==> config.mk <==
export PLATFORM = sky130hd
export DESIGN_NAME = fetchBuffer_flat
export DESIGN_NICKNAME = d
export VERILOG_FILES = /design/src/rtl/memPkg.sv /design/src/rtl/fetchPkg.sv /design/src/rtl/icacheBusIf.sv /design/src/rtl/fetchBuffer.sv /design/src/flat_wrapper.sv
export VERILOG_INCLUDE_DIRS = /design/src /design/src/rtl
export SDC_FILE = /design/constraint.sdc
export NUM_CORES = 1
export LEC_CHECK = 0
export ABC_AREA = 1
export BUFFER_PORTS_ARGS = -buffer_cell sky130_fd_sc_hd__buf_2
export CAP_MARGIN = 25
export CORE_UTILIZATION = 52
export CTS_CLUSTER_DIAMETER = 200
export CTS_CLUSTER_SIZE = 25
export DETAILED_ROUTE_END_ITERATION = 8
export PLACE_DENSITY = 0.8
export SETUP_SLACK_MARGIN = 0.05
export SLEW_MARGIN = 20
export SYNTH_ARGS = -nofsm -noshare
export SYNTH_HDL_FRONTEND = slang
export SYNTH_SLANG_ARGS = --single-unit
==> constraint.sdc <==
create_clock -name clk -period 8.73 [get_ports clk]
set_input_delay 1.3095 -clock clk [delete_from_list [all_inputs] [get_ports clk]]
set_output_delay 1.3095 -clock clk [all_outputs]
set_load 0.02 [all_outputs]
==> src/rtl/fetch_macros.svh <==
`ifndef FETCH_MACROS_SVH
`define FETCH_MACROS_SVH

// Sizes shared by the fetch buffer and the instruction cache

// Words per cache line
`define LINE_WORDS 4

// Instruction ROM depth in words, a power of two so indices wrap
`define ROM_WORDS 128

// Lines the fetch buffer may hold plus have in flight
`define FB_SLOTS 2

// Default cache latency in cycles
`define IC_LATENCY 2

`endif

==> src/rtl/memPkg.sv <==
`include "fetch_macros.svh"

// Types seen on the memory side of the fetch path

package memPkg;

    // Byte address on the request bus
    typedef logic [31:0] addrT;

    // One ROM word
    typedef logic [31:0] wordT;

    // A whole cache line, word 0 holds the lowest address
    typedef wordT [`LINE_WORDS-1:0] lineT;

    // Request tag, carries the fetch epoch and comes back with the line
    typedef logic [1:0] reqIdT;

    // Word index into the instruction ROM
    typedef logic [$clog2(`ROM_WORDS)-1:0] romIdxT;

endpackage

==> src/rtl/fetchPkg.sv <==
`include "fetch_macros.svh"

// Types seen on the fetch side

package fetchPkg;

    typedef logic [31:0] pcT;     // Byte PC, word aligned
    typedef logic [31:0] instrT;

    // Word position inside a line
    typedef logic [$clog2(`LINE_WORDS)-1:0] wordOffT;

    // Line slot pointer and slot count
    typedef logic [$clog2(`FB_SLOTS)-1:0]   slotIdxT;
    typedef logic [$clog2(`FB_SLOTS+1)-1:0] slotCntT;

    typedef enum logic {
        idle,       // Waiting for the first redirect
        fetching
    } fetchStateT;

endpackage

==> src/rtl/icacheBusIf.sv <==
`timescale 1ns/1ps

// Line request and response strobes between fetch buffer and cache
interface icacheBusIf;
    import memPkg::*;

    // Request side
    logic  reqValid;
    reqIdT reqId;
    addrT  reqAddr;     // Always line aligned

    // Response side, fixed latency, no stall
    logic  rspValid;
    reqIdT rspId;       // Echo of reqId
    lineT  rspData;

    modport requester (
        output reqValid,
        output reqId,
        output reqAddr,
        input  rspValid,
        input  rspId,
        input  rspData
    );

    modport responder (
        input  reqValid,
        input  reqId,
        input  reqAddr,
        output rspValid,
        output rspId,
        output rspData
    );

endinterface

==> src/rtl/fetchBuffer.sv <==
`timescale 1ns/1ps
`include "fetch_macros.svh"

module fetchBuffer (
    input  logic             clk,
    input  logic             reset,
    icacheBusIf.requester    bus,
    input  logic             redirect,
    input  fetchPkg::pcT     redirectPc,
    output logic             instrValid,
    output fetchPkg::pcT     instrPc,
    output fetchPkg::instrT  instr
);
    import memPkg::*;
    import fetchPkg::*;

    localparam int LINE_BYTES = `LINE_WORDS * 4;

    fetchStateT state;
    reqIdT      epoch;          // Bumped on each redirect
    addrT       nextLine;       // Next line to request
    addrT       rspLine;        // Line expected with the next good response
    slotCntT    outstanding;    // Current-epoch requests in flight
    slotCntT    held;           // Lines sitting in the queue
    slotIdxT    head;
    slotIdxT    tail;
    wordOffT    firstOff;       // Start word for the next accepted line

    // Line queue
    lineT       lineQ   [`FB_SLOTS];
    pcT         basePcQ [`FB_SLOTS];
    wordOffT    offQ    [`FB_SLOTS];  // Next word to emit from each slot

    logic       accept;
    logic       drain;
    logic       pop;
    logic       issue;
    addrT       redirectLine;
    wordOffT    headOff;

    function automatic slotIdxT nextSlot(slotIdxT ptr);
        if (int'(ptr) == `FB_SLOTS - 1) begin
            return '0;
        end
        return ptr + 1'b1;
    endfunction

    assign redirectLine = addrT'(redirectPc) & ~addrT'(LINE_BYTES - 1);
    assign headOff      = offQ[head];

    // Stale epochs and anything racing a redirect are dropped
    assign accept = bus.rspValid && (bus.rspId == epoch) && !redirect;
    assign drain  = (held != '0) && !redirect;
    assign pop    = drain && (int'(headOff) == `LINE_WORDS - 1);   // Last word of head line

    // One credit per line held or in flight
    assign issue  = (state == fetching) && !redirect &&
                    (int'(held) + int'(outstanding) < `FB_SLOTS);

    // Epoch has already moved when the first request after a redirect leaves
    assign bus.reqId = epoch;

    always_ff @(posedge clk) begin
        if (reset) begin
            state        <= idle;
            epoch        <= '0;
            outstanding  <= '0;
            held         <= '0;
            head         <= '0;
            tail         <= '0;
            firstOff     <= '0;
            bus.reqValid <= 1'b0;
        end else if (redirect) begin
            state        <= fetching;
            epoch        <= epoch + 1'b1;
            outstanding  <= slotCntT'(1);   // First line goes out right away
            held         <= '0;
            head         <= '0;
            tail         <= '0;
            firstOff     <= wordOffT'(redirectPc >> 2);
            bus.reqValid <= 1'b1;
        end else begin
            bus.reqValid <= issue;
            outstanding  <= outstanding + slotCntT'(issue) - slotCntT'(accept);
            held         <= held + slotCntT'(accept) - slotCntT'(pop);
            if (accept) begin
                tail     <= nextSlot(tail);
                firstOff <= '0;     // Only the first line starts mid-line
            end
            if (pop) begin
                head <= nextSlot(head);
            end
        end
    end

    // Request and response line addresses
    always_ff @(posedge clk) begin
        if (redirect) begin
            bus.reqAddr <= redirectLine;
            nextLine    <= redirectLine + addrT'(LINE_BYTES);
            rspLine     <= redirectLine;
        end else begin
            if (issue) begin
                bus.reqAddr <= nextLine;
                nextLine    <= nextLine + addrT'(LINE_BYTES);
            end
            if (accept) begin
                rspLine <= rspLine + addrT'(LINE_BYTES);
            end
        end
    end

    // Head and tail never meet while both are written
    always_ff @(posedge clk) begin
        if (accept) begin
            lineQ[tail]   <= bus.rspData;
            basePcQ[tail] <= pcT'(rspLine);
            offQ[tail]    <= firstOff;
        end
        if (drain && !pop) begin
            offQ[head] <= headOff + 1'b1;
        end
    end

    always_ff @(posedge clk) begin
        if (reset) begin
            instrValid <= 1'b0;
        end else begin
            instrValid <= drain;
        end
    end

    always_ff @(posedge clk) begin
        if (drain) begin
            instrPc <= basePcQ[head] + {headOff, 2'b00};
            instr   <= instrT'(lineQ[head][headOff]);
        end
    end

    creditBound: assert property (
        @(posedge clk) disable iff (reset)
        int'(held) + int'(outstanding) <= `FB_SLOTS
    ) else $error("Fetch buffer over its line credits");

    // Nothing comes back or goes out between reset and the first redirect
    quietWhileIdle: assert property (
        @(posedge clk) disable iff (reset)
        (state == idle) |-> !instrValid && !bus.rspValid
    ) else $error("Fetch path active before the first redirect");

endmodule

==> src/flat_wrapper.sv <==
// flat-port wrapper written by rule: the top's interface ports become plain ports
module fetchBuffer_flat import memPkg::*; import fetchPkg::*;
  (clk, reset, redirect, redirectPc, instrValid, instrPc, instr, bus_reqValid, bus_reqId, bus_reqAddr, bus_rspValid, bus_rspId, bus_rspData);
  icacheBusIf bus_i ();
  input  logic clk;
  input  logic reset;
  input  logic redirect;
  input  fetchPkg::pcT redirectPc;
  output logic instrValid;
  output fetchPkg::pcT instrPc;
  output fetchPkg::instrT instr;
  output wire logic [$bits(bus_i.reqValid)-1:0] bus_reqValid;
  output wire logic [$bits(bus_i.reqId)-1:0] bus_reqId;
  output wire logic [$bits(bus_i.reqAddr)-1:0] bus_reqAddr;
  input wire logic [$bits(bus_i.rspValid)-1:0] bus_rspValid;
  input wire logic [$bits(bus_i.rspId)-1:0] bus_rspId;
  input wire logic [$bits(bus_i.rspData)-1:0] bus_rspData;
  assign bus_reqValid = bus_i.reqValid;
  assign bus_reqId = bus_i.reqId;
  assign bus_reqAddr = bus_i.reqAddr;
  assign bus_i.rspValid = bus_rspValid;
  assign bus_i.rspId = bus_rspId;
  assign bus_i.rspData = bus_rspData;
  fetchBuffer u_core (.clk(clk), .reset(reset), .bus(bus_i), .redirect(redirect), .redirectPc(redirectPc), .instrValid(instrValid), .instrPc(instrPc), .instr(instr));
endmodule
==> metrics.txt, run 1 <==
status=completed; Worst slew margin=27.47%; Worst Path Required=8910 ps; Hold Startpoint=u_core.tail; Final Hold Viols=0; Synth Area per Inst=11.79 sq um; r2r worst-path depth=11; Setup crit start kind=primary input; Hold Path Cell Cnt=2; cell count after synthesis=1642; Worst Max-Slew Pin Slew=1088 ps; Total Routing Usage GR=22.34%; Max Slew Vio Count=0; Worst-Skew Late Latency=550 ps; DR iter-0 viols=1086; M2 GR Usage=37.76%; GR peak layer=met2; clk_skew=28.06 ps; CTS Buf Count=23; Max FO, Critical Path=84; Pre-Repair DR Iteration Count=5; RSZ-0062 raised after global routing=false; Yosys reg bits=476; H-tree levels=1; Rows=70; area delta synth->final=12.35%; post-synthesis instance area=19360 sq um; Multi-input gate area=4666 sq um; Area contributors post-synth=edfxtp_1 (72%), nand2_1 (12%), nand3_1 (4.2%); Post-synth EDFFs=462; Pleak=8.385 nW; area of the die=38020 sq um; Max Cap Viol=0; global-route wire length before repair=66540 microns; Post-CTS Setup Bufs=0; routed wire length=42890 microns; Fmax=223.2 MHz; post-synthesis sequential area ratio=73.09%; drt wl/cell=18.17 microns; Worst Setup End Kind=flop; share of cells above drive strength 1=18.57%; CP Data Arrival Time=4660 ps; Post-synth top flop=edfxtp_1; post-synth top area share=71.64%; Core Area=36610 sq um; IO buf count=257; WHS=471.3 ps; fill count=2876; via/cell ratio=5.406; R2R setup slack=4890 ps; Vias=12759; TNS Setup=0 ps; pwr dens=187.3 nW/um^2; Reg area=14160 sq um; Clock transition at path regs=100 ps; Gate power share=6.8%; total gr overflow=0; Netlist cell types=38; VDD IR max=0.0001347 V; Hold Crit Class=reg -> reg; met3 usage=3.126%; gpl congestion=0.9625; largest net degree at the start of global routing=117; Inst Count DP=2312; Reg power frac=64.4%; CTS tree=built; Die W=195.0 microns; vias in the first global route=12384; I/O pin count=266; Final period util=51.31%; Worst Hold Path EP=u_core.tail; Sw Share=22.04%; DRC Markers=0; final std cells w/o fill=2360; # clock sinks=476; yosys warns=0; r2r endpoint=u_core.instr[13]; kind of critical path=in -> reg; post-cts hold buffer count=0; Post-CTS Resized=0; antenna violations before repair=11; post-synth top area cell=edfxtp_1; Max Buffers Root-to-Sink=3; dpl cell area=21050 sq um; Internal Power=3.178 mW; most numerous cell in the Yosys netlist=nand2_1; Switching Power=0.8984 mW; ANT nets after route=0; Initial Util=52.89%; Synth async-reset ratio=0%; met1 Resource Use GR=29.74%; Final min period=4480 ps; nets=2044; commonest cells in the netlist=nand2_1 (605), edfxtp_1 (462), nand3_1 (164), nor2_1 (72), a21oi_1 (51); Setup-failing EPs final=0; hpwl dp=27340 microns; Finished Cell Area=21760 sq um; clock root cell=clkbuf_16; die height=195.0 microns; Clock power frac=28.8%
==> power groups by stage <==
| stage | combinational [mW] | sequential (mW) | clock (mW) |
|---|---|---|---|
| after global placement | 0.261 | 2.67 | 0 |
| after floorplan | 0.149 | 2.69 | 0 |
| after detailed placement | 0.274 | 2.68 | 0 |
| after CTS | 0.276 | 2.63 | 1.20 |
| final | 0.277 | 2.63 | 1.17 |
| after global routing | 0.307 | 2.63 | 1.27 |
==> logic make-up (layout without fill, tap and decap cells) <==
group           Yosys count  after routing  synth area share (%)
compound gates          113            113                 3.004
xor+xnor                 24             24                 1.085
fa+ha+maj                 8              8                0.5556
simple gates            891            891                 19.17
flops                   476            476                 73.09
other cells               1             19               0.01937
buf+inv                 129            361                 3.076
==> placed cells by master (no fill, tap or decap), types with 2 or more instances in the layout <==
cell type / Yosys / final
nand2_1: 605 / 605
edfxtp_1: 462 / 462
buf_2: 26 / 257
nand3_1: 164 / 164
nor2_1: 72 / 71
a21oi_1: 51 / 50
inv_1: 50 / 48
o21ai_0: 33 / 33
o21ai_1: 23 / 23
clkbuf_16: 0 / 23
nand2_2: 22 / 21
diode_2: 0 / 13
dfxtp_1: 14 / 13
xnor2_1: 12 / 12
xor2_1: 12 / 12
clkbuf_1: 21 / 9
nor2_2: 8 / 8
ha_1: 7 / 7
buf_4: 12 / 7
inv_2: 5 / 6
conb_1: 1 / 6
nor2_4: 3 / 4
buf_12: 0 / 4
nand2_4: 2 / 3
nand3_2: 3 / 3
o21bai_1: 3 / 3
or2_2: 3 / 3
nand4_1: 2 / 2
nor3b_1: 2 / 2
nor3_1: 2 / 2
inv_6: 0 / 2
==> worst max-delay path, cell delays in order <==
cell,delay (ps)
buf_2,410
clkinv_2,630
nand3_1,370
inv_1,210
nand2_1,170
inv_6,580
buf_4,880
==> flip-flops by register name (all words and copies together), names as in the netlist, 2 cells and up, named ones only <==
| signal | cells |
|---|---|
| u_core.bus.reqId | 2 |
| u_core.lineQ | 256 |
| u_core.nextLine | 28 |
| u_core.offQ | 4 |
| u_core.held | 2 |
| u_core.instr | 32 |
| u_core.bus.reqAddr | 28 |
| u_core.outstanding | 2 |
| u_core.firstOff | 2 |
| u_core.instrPc | 30 |
| u_core.rspLine | 28 |
| u_core.basePcQ | 56 |
==> per-stage QoR <==
stage / util (%) / power (mW) / setup WS, ps
after floorplan: - / 2.842 / 2453
after global placement: 57.35 / 2.936 / 3674
after detailed placement: 57.51 / 2.951 / 3609
after CTS: 59.28 / 4.103 / 4199
after global routing: 59.38 / 4.215 / 3909
final: 59.43 / 4.076 / 4250
==> how the worst max path moves through the flow <==
stage	from	end	slack [ps]	cells after the start
2_1_floorplan	redirect	u_core.basePcQ[1][10]	2450	5
6_report	redirect	u_core.lineQ[0][8]	4250	7
3_5_place_dp	redirect	u_core.lineQ[0][10]	3610	7
5_1_grt	redirect	u_core.lineQ[0][8]	3910	7
4_1_cts	redirect	u_core.lineQ[0][73]	4200	7
3_3_place_gp	redirect	u_core.lineQ[0][10]	3670	7
==> layer usage <==
layer | share of wire (%) | up-vias
met4 | 2.7 | 0
met3 | 7.9 | 66
met1 | 40 | 6095
met2 | 50 | 523
li1 | - | 6075
met5 | 0 | -
==> layout make-up <==
| cell class | count | area share (%) |
|---|---|---|
| antenna | 13 | 0.1495 |
| clock buffer | 32 | 2.801 |
| clock inverter | 2 | 0.1783 |
| inverter | 57 | 1.024 |
| multi-input combinational | 1042 | 21.44 |
| sequential | 476 | 65.07 |
| tap | 468 | 2.691 |
| timing repair buffer | 270 | 6.642 |
Note: power is estimated with default switching activity, not from simulation.
==> run 2, diff against run 1 <==
--- a/config.mk
+++ b/config.mk
@@ -9,11 +9,11 @@
 export ABC_AREA = 1
 export BUFFER_PORTS_ARGS = -buffer_cell sky130_fd_sc_hd__buf_2
 export CAP_MARGIN = 25
-export CORE_UTILIZATION = 52
+export CORE_UTILIZATION = 55
 export CTS_CLUSTER_DIAMETER = 200
 export CTS_CLUSTER_SIZE = 25
 export DETAILED_ROUTE_END_ITERATION = 8
-export PLACE_DENSITY = 0.8
+export PLACE_DENSITY = 0.81
 export SETUP_SLACK_MARGIN = 0.05
 export SLEW_MARGIN = 20
 export SYNTH_ARGS = -nofsm -noshare
==> constraint.sdc (replaced) <==
create_clock -name clk -period 4.4 [get_ports clk]
set_input_delay 0.66 -clock clk [delete_from_list [all_inputs] [get_ports clk]]
set_output_delay 0.66 -clock clk [all_outputs]
set_load 0.02 [all_outputs]
==> metrics.txt, run 2 (synthesis results as in run 1) <==
ANT nets after route=0; share of cells above drive strength 1=18.67%; die height=189.6 microns; Worst Setup End Kind=flop; RSZ-0062 raised after global routing=false; Initial Util=55.92%; Switching Power=1.778 mW; Max Slew Vio Count=0; IO buf count=257; via/cell ratio=5.500; Vias=12876; drt wl/cell=18.33 microns; Worst Max-Slew Pin Slew=1026 ps; Biggest register=u_core.lineQ; Final Hold Viols=0; Post-CTS Resized=0; Post-CTS Setup Bufs=0; Die W=189.6 microns; Sw Share=22.00%; total gr overflow=0; Fmax=282.7 MHz; hpwl dp=27440 microns; Hold Crit Class=in -> reg; H-tree levels=1; Clock power frac=28.8%; leading cell type in the layout, fill and taps excluded=nand2_1; area of the die=35960 sq um; commonest cells after routing, fill and taps aside=nand2_1 (604), edfxtp_1 (462), buf_2 (257); CP Data Arrival Time=3910 ps; Max FO, Critical Path=61; Setup-failing EPs final=0; Max Buffers Root-to-Sink=3; final std cells w/o fill=2341; antenna violations before repair=8; global-route wire length before repair=65360 microns; clock root cell=clkbuf_16; area delta synth->final=12.10%; largest net degree at the start of global routing=121; DR iter-0 viols=1048; Total Routing Usage GR=23.36%; Pre-Repair DR Iteration Count=5; Core Area=34630 sq um; fill count=2575; Pleak=8.377 nW; nets=2045; pwr dens=372.2 nW/um^2; I/O pin count=266; Internal Power=6.303 mW; Final min period=3537 ps; TNS Setup=0 ps; Reg power frac=64.5%; VDD IR max=0.0002816 V; vias in the first global route=12324; Clock transition at path regs=100 ps; Final period util=80.38%; Setup crit start kind=flop; CTS Buf Count=23; biggest regs=u_core.lineQ x256, u_core.basePcQ x56, u_core.instr x32; Max Cap Viol=0; kind of critical path=reg -> reg; routed wire length=42910 microns; # clock sinks=476; Inst Count DP=2301; Rows=68; Gate power share=6.7%; Worst-Skew Late Latency=550 ps; R2R setup slack=860 ps; status=completed; Worst slew margin=31.60%; post-cts hold buffer count=0; DRC Markers=0; clk_skew=27.37 ps; gpl congestion=0.9608; Worst Path Required=4770 ps; CTS tree=built; max reg flops=256
[run 2: final cells by class]
class                           instances  area (sq um)  share of cell area [%]
Clock inverter                          2         38.79                  0.1787
Antenna cell                            6         15.01                 0.06916
Sequential cell                       476         14160                   65.22
Tap cell                              455         569.3                   2.622
Inverter                               57         221.5                   1.020
Clock buffer                           32         609.3                   2.807
Multi-Input combinational cell       1042          4668                   21.50
Timing Repair Buffer                  271          1429                   6.582
[run 2: stage by stage]
stage,utilization [%],cell area [sq um],setup WS (ps),total power [mW],hold WS [ps]
floorplan,-,19400,316.0,5.636,433.1
global placement,60.77,21040,1074,5.822,448.6
detailed placement,60.77,21050,919.4,5.851,457.4
CTS,62.65,21690,833.1,8.111,273.5
global route,62.68,21710,597.1,8.337,269.5
finish,62.69,21710,863.1,8.081,291.6
[run 2: worst max-delay path, cell delays in order, from the launching register on]
cell,delay [ps]
dfxtp_4,710
inv_4,400
nand2_1,220
nand2_4,300
inv_2,780
buf_12,340
nand2_1,90
nand3_1,80
nand2_1,80
o21ai_1,250
[run 2: routing by layer]
metal | track usage, % | vias to the layer above | wire, microns
met5 | 0 | - | 36
met4 | 6.917 | 6 | 1023
met3 | 3.284 | 68 | 3429
met2 | 40.48 | 572 | 21520
met1 | 30.76 | 6169 | 16900
li1 | - | 6061 | -
[run 2: path summary, 6_finish.rpt]
kind | start | end | cells past startpoint
setup / recovery | flop | u_core.instr[15] | 9
hold / removal | bus_rspData[3] | u_core.lineQ[1][3] | 1
hold reg to reg | u_core.tail | u_core.tail | 2
setup reg to reg | flop | u_core.instr[15] | 9
[run 2: power by group through the flow]
stage | Sequential [mW] | Clock (mW) | Combinational (mW)
2_1_floorplan | 5.34 | 0 | 0.297
3_3_place_gp | 5.30 | 0 | 0.518
3_5_place_dp | 5.31 | 0 | 0.540
4_1_cts | 5.21 | 2.36 | 0.544
5_1_grt | 5.22 | 2.51 | 0.601
6_report | 5.21 | 2.33 | 0.544
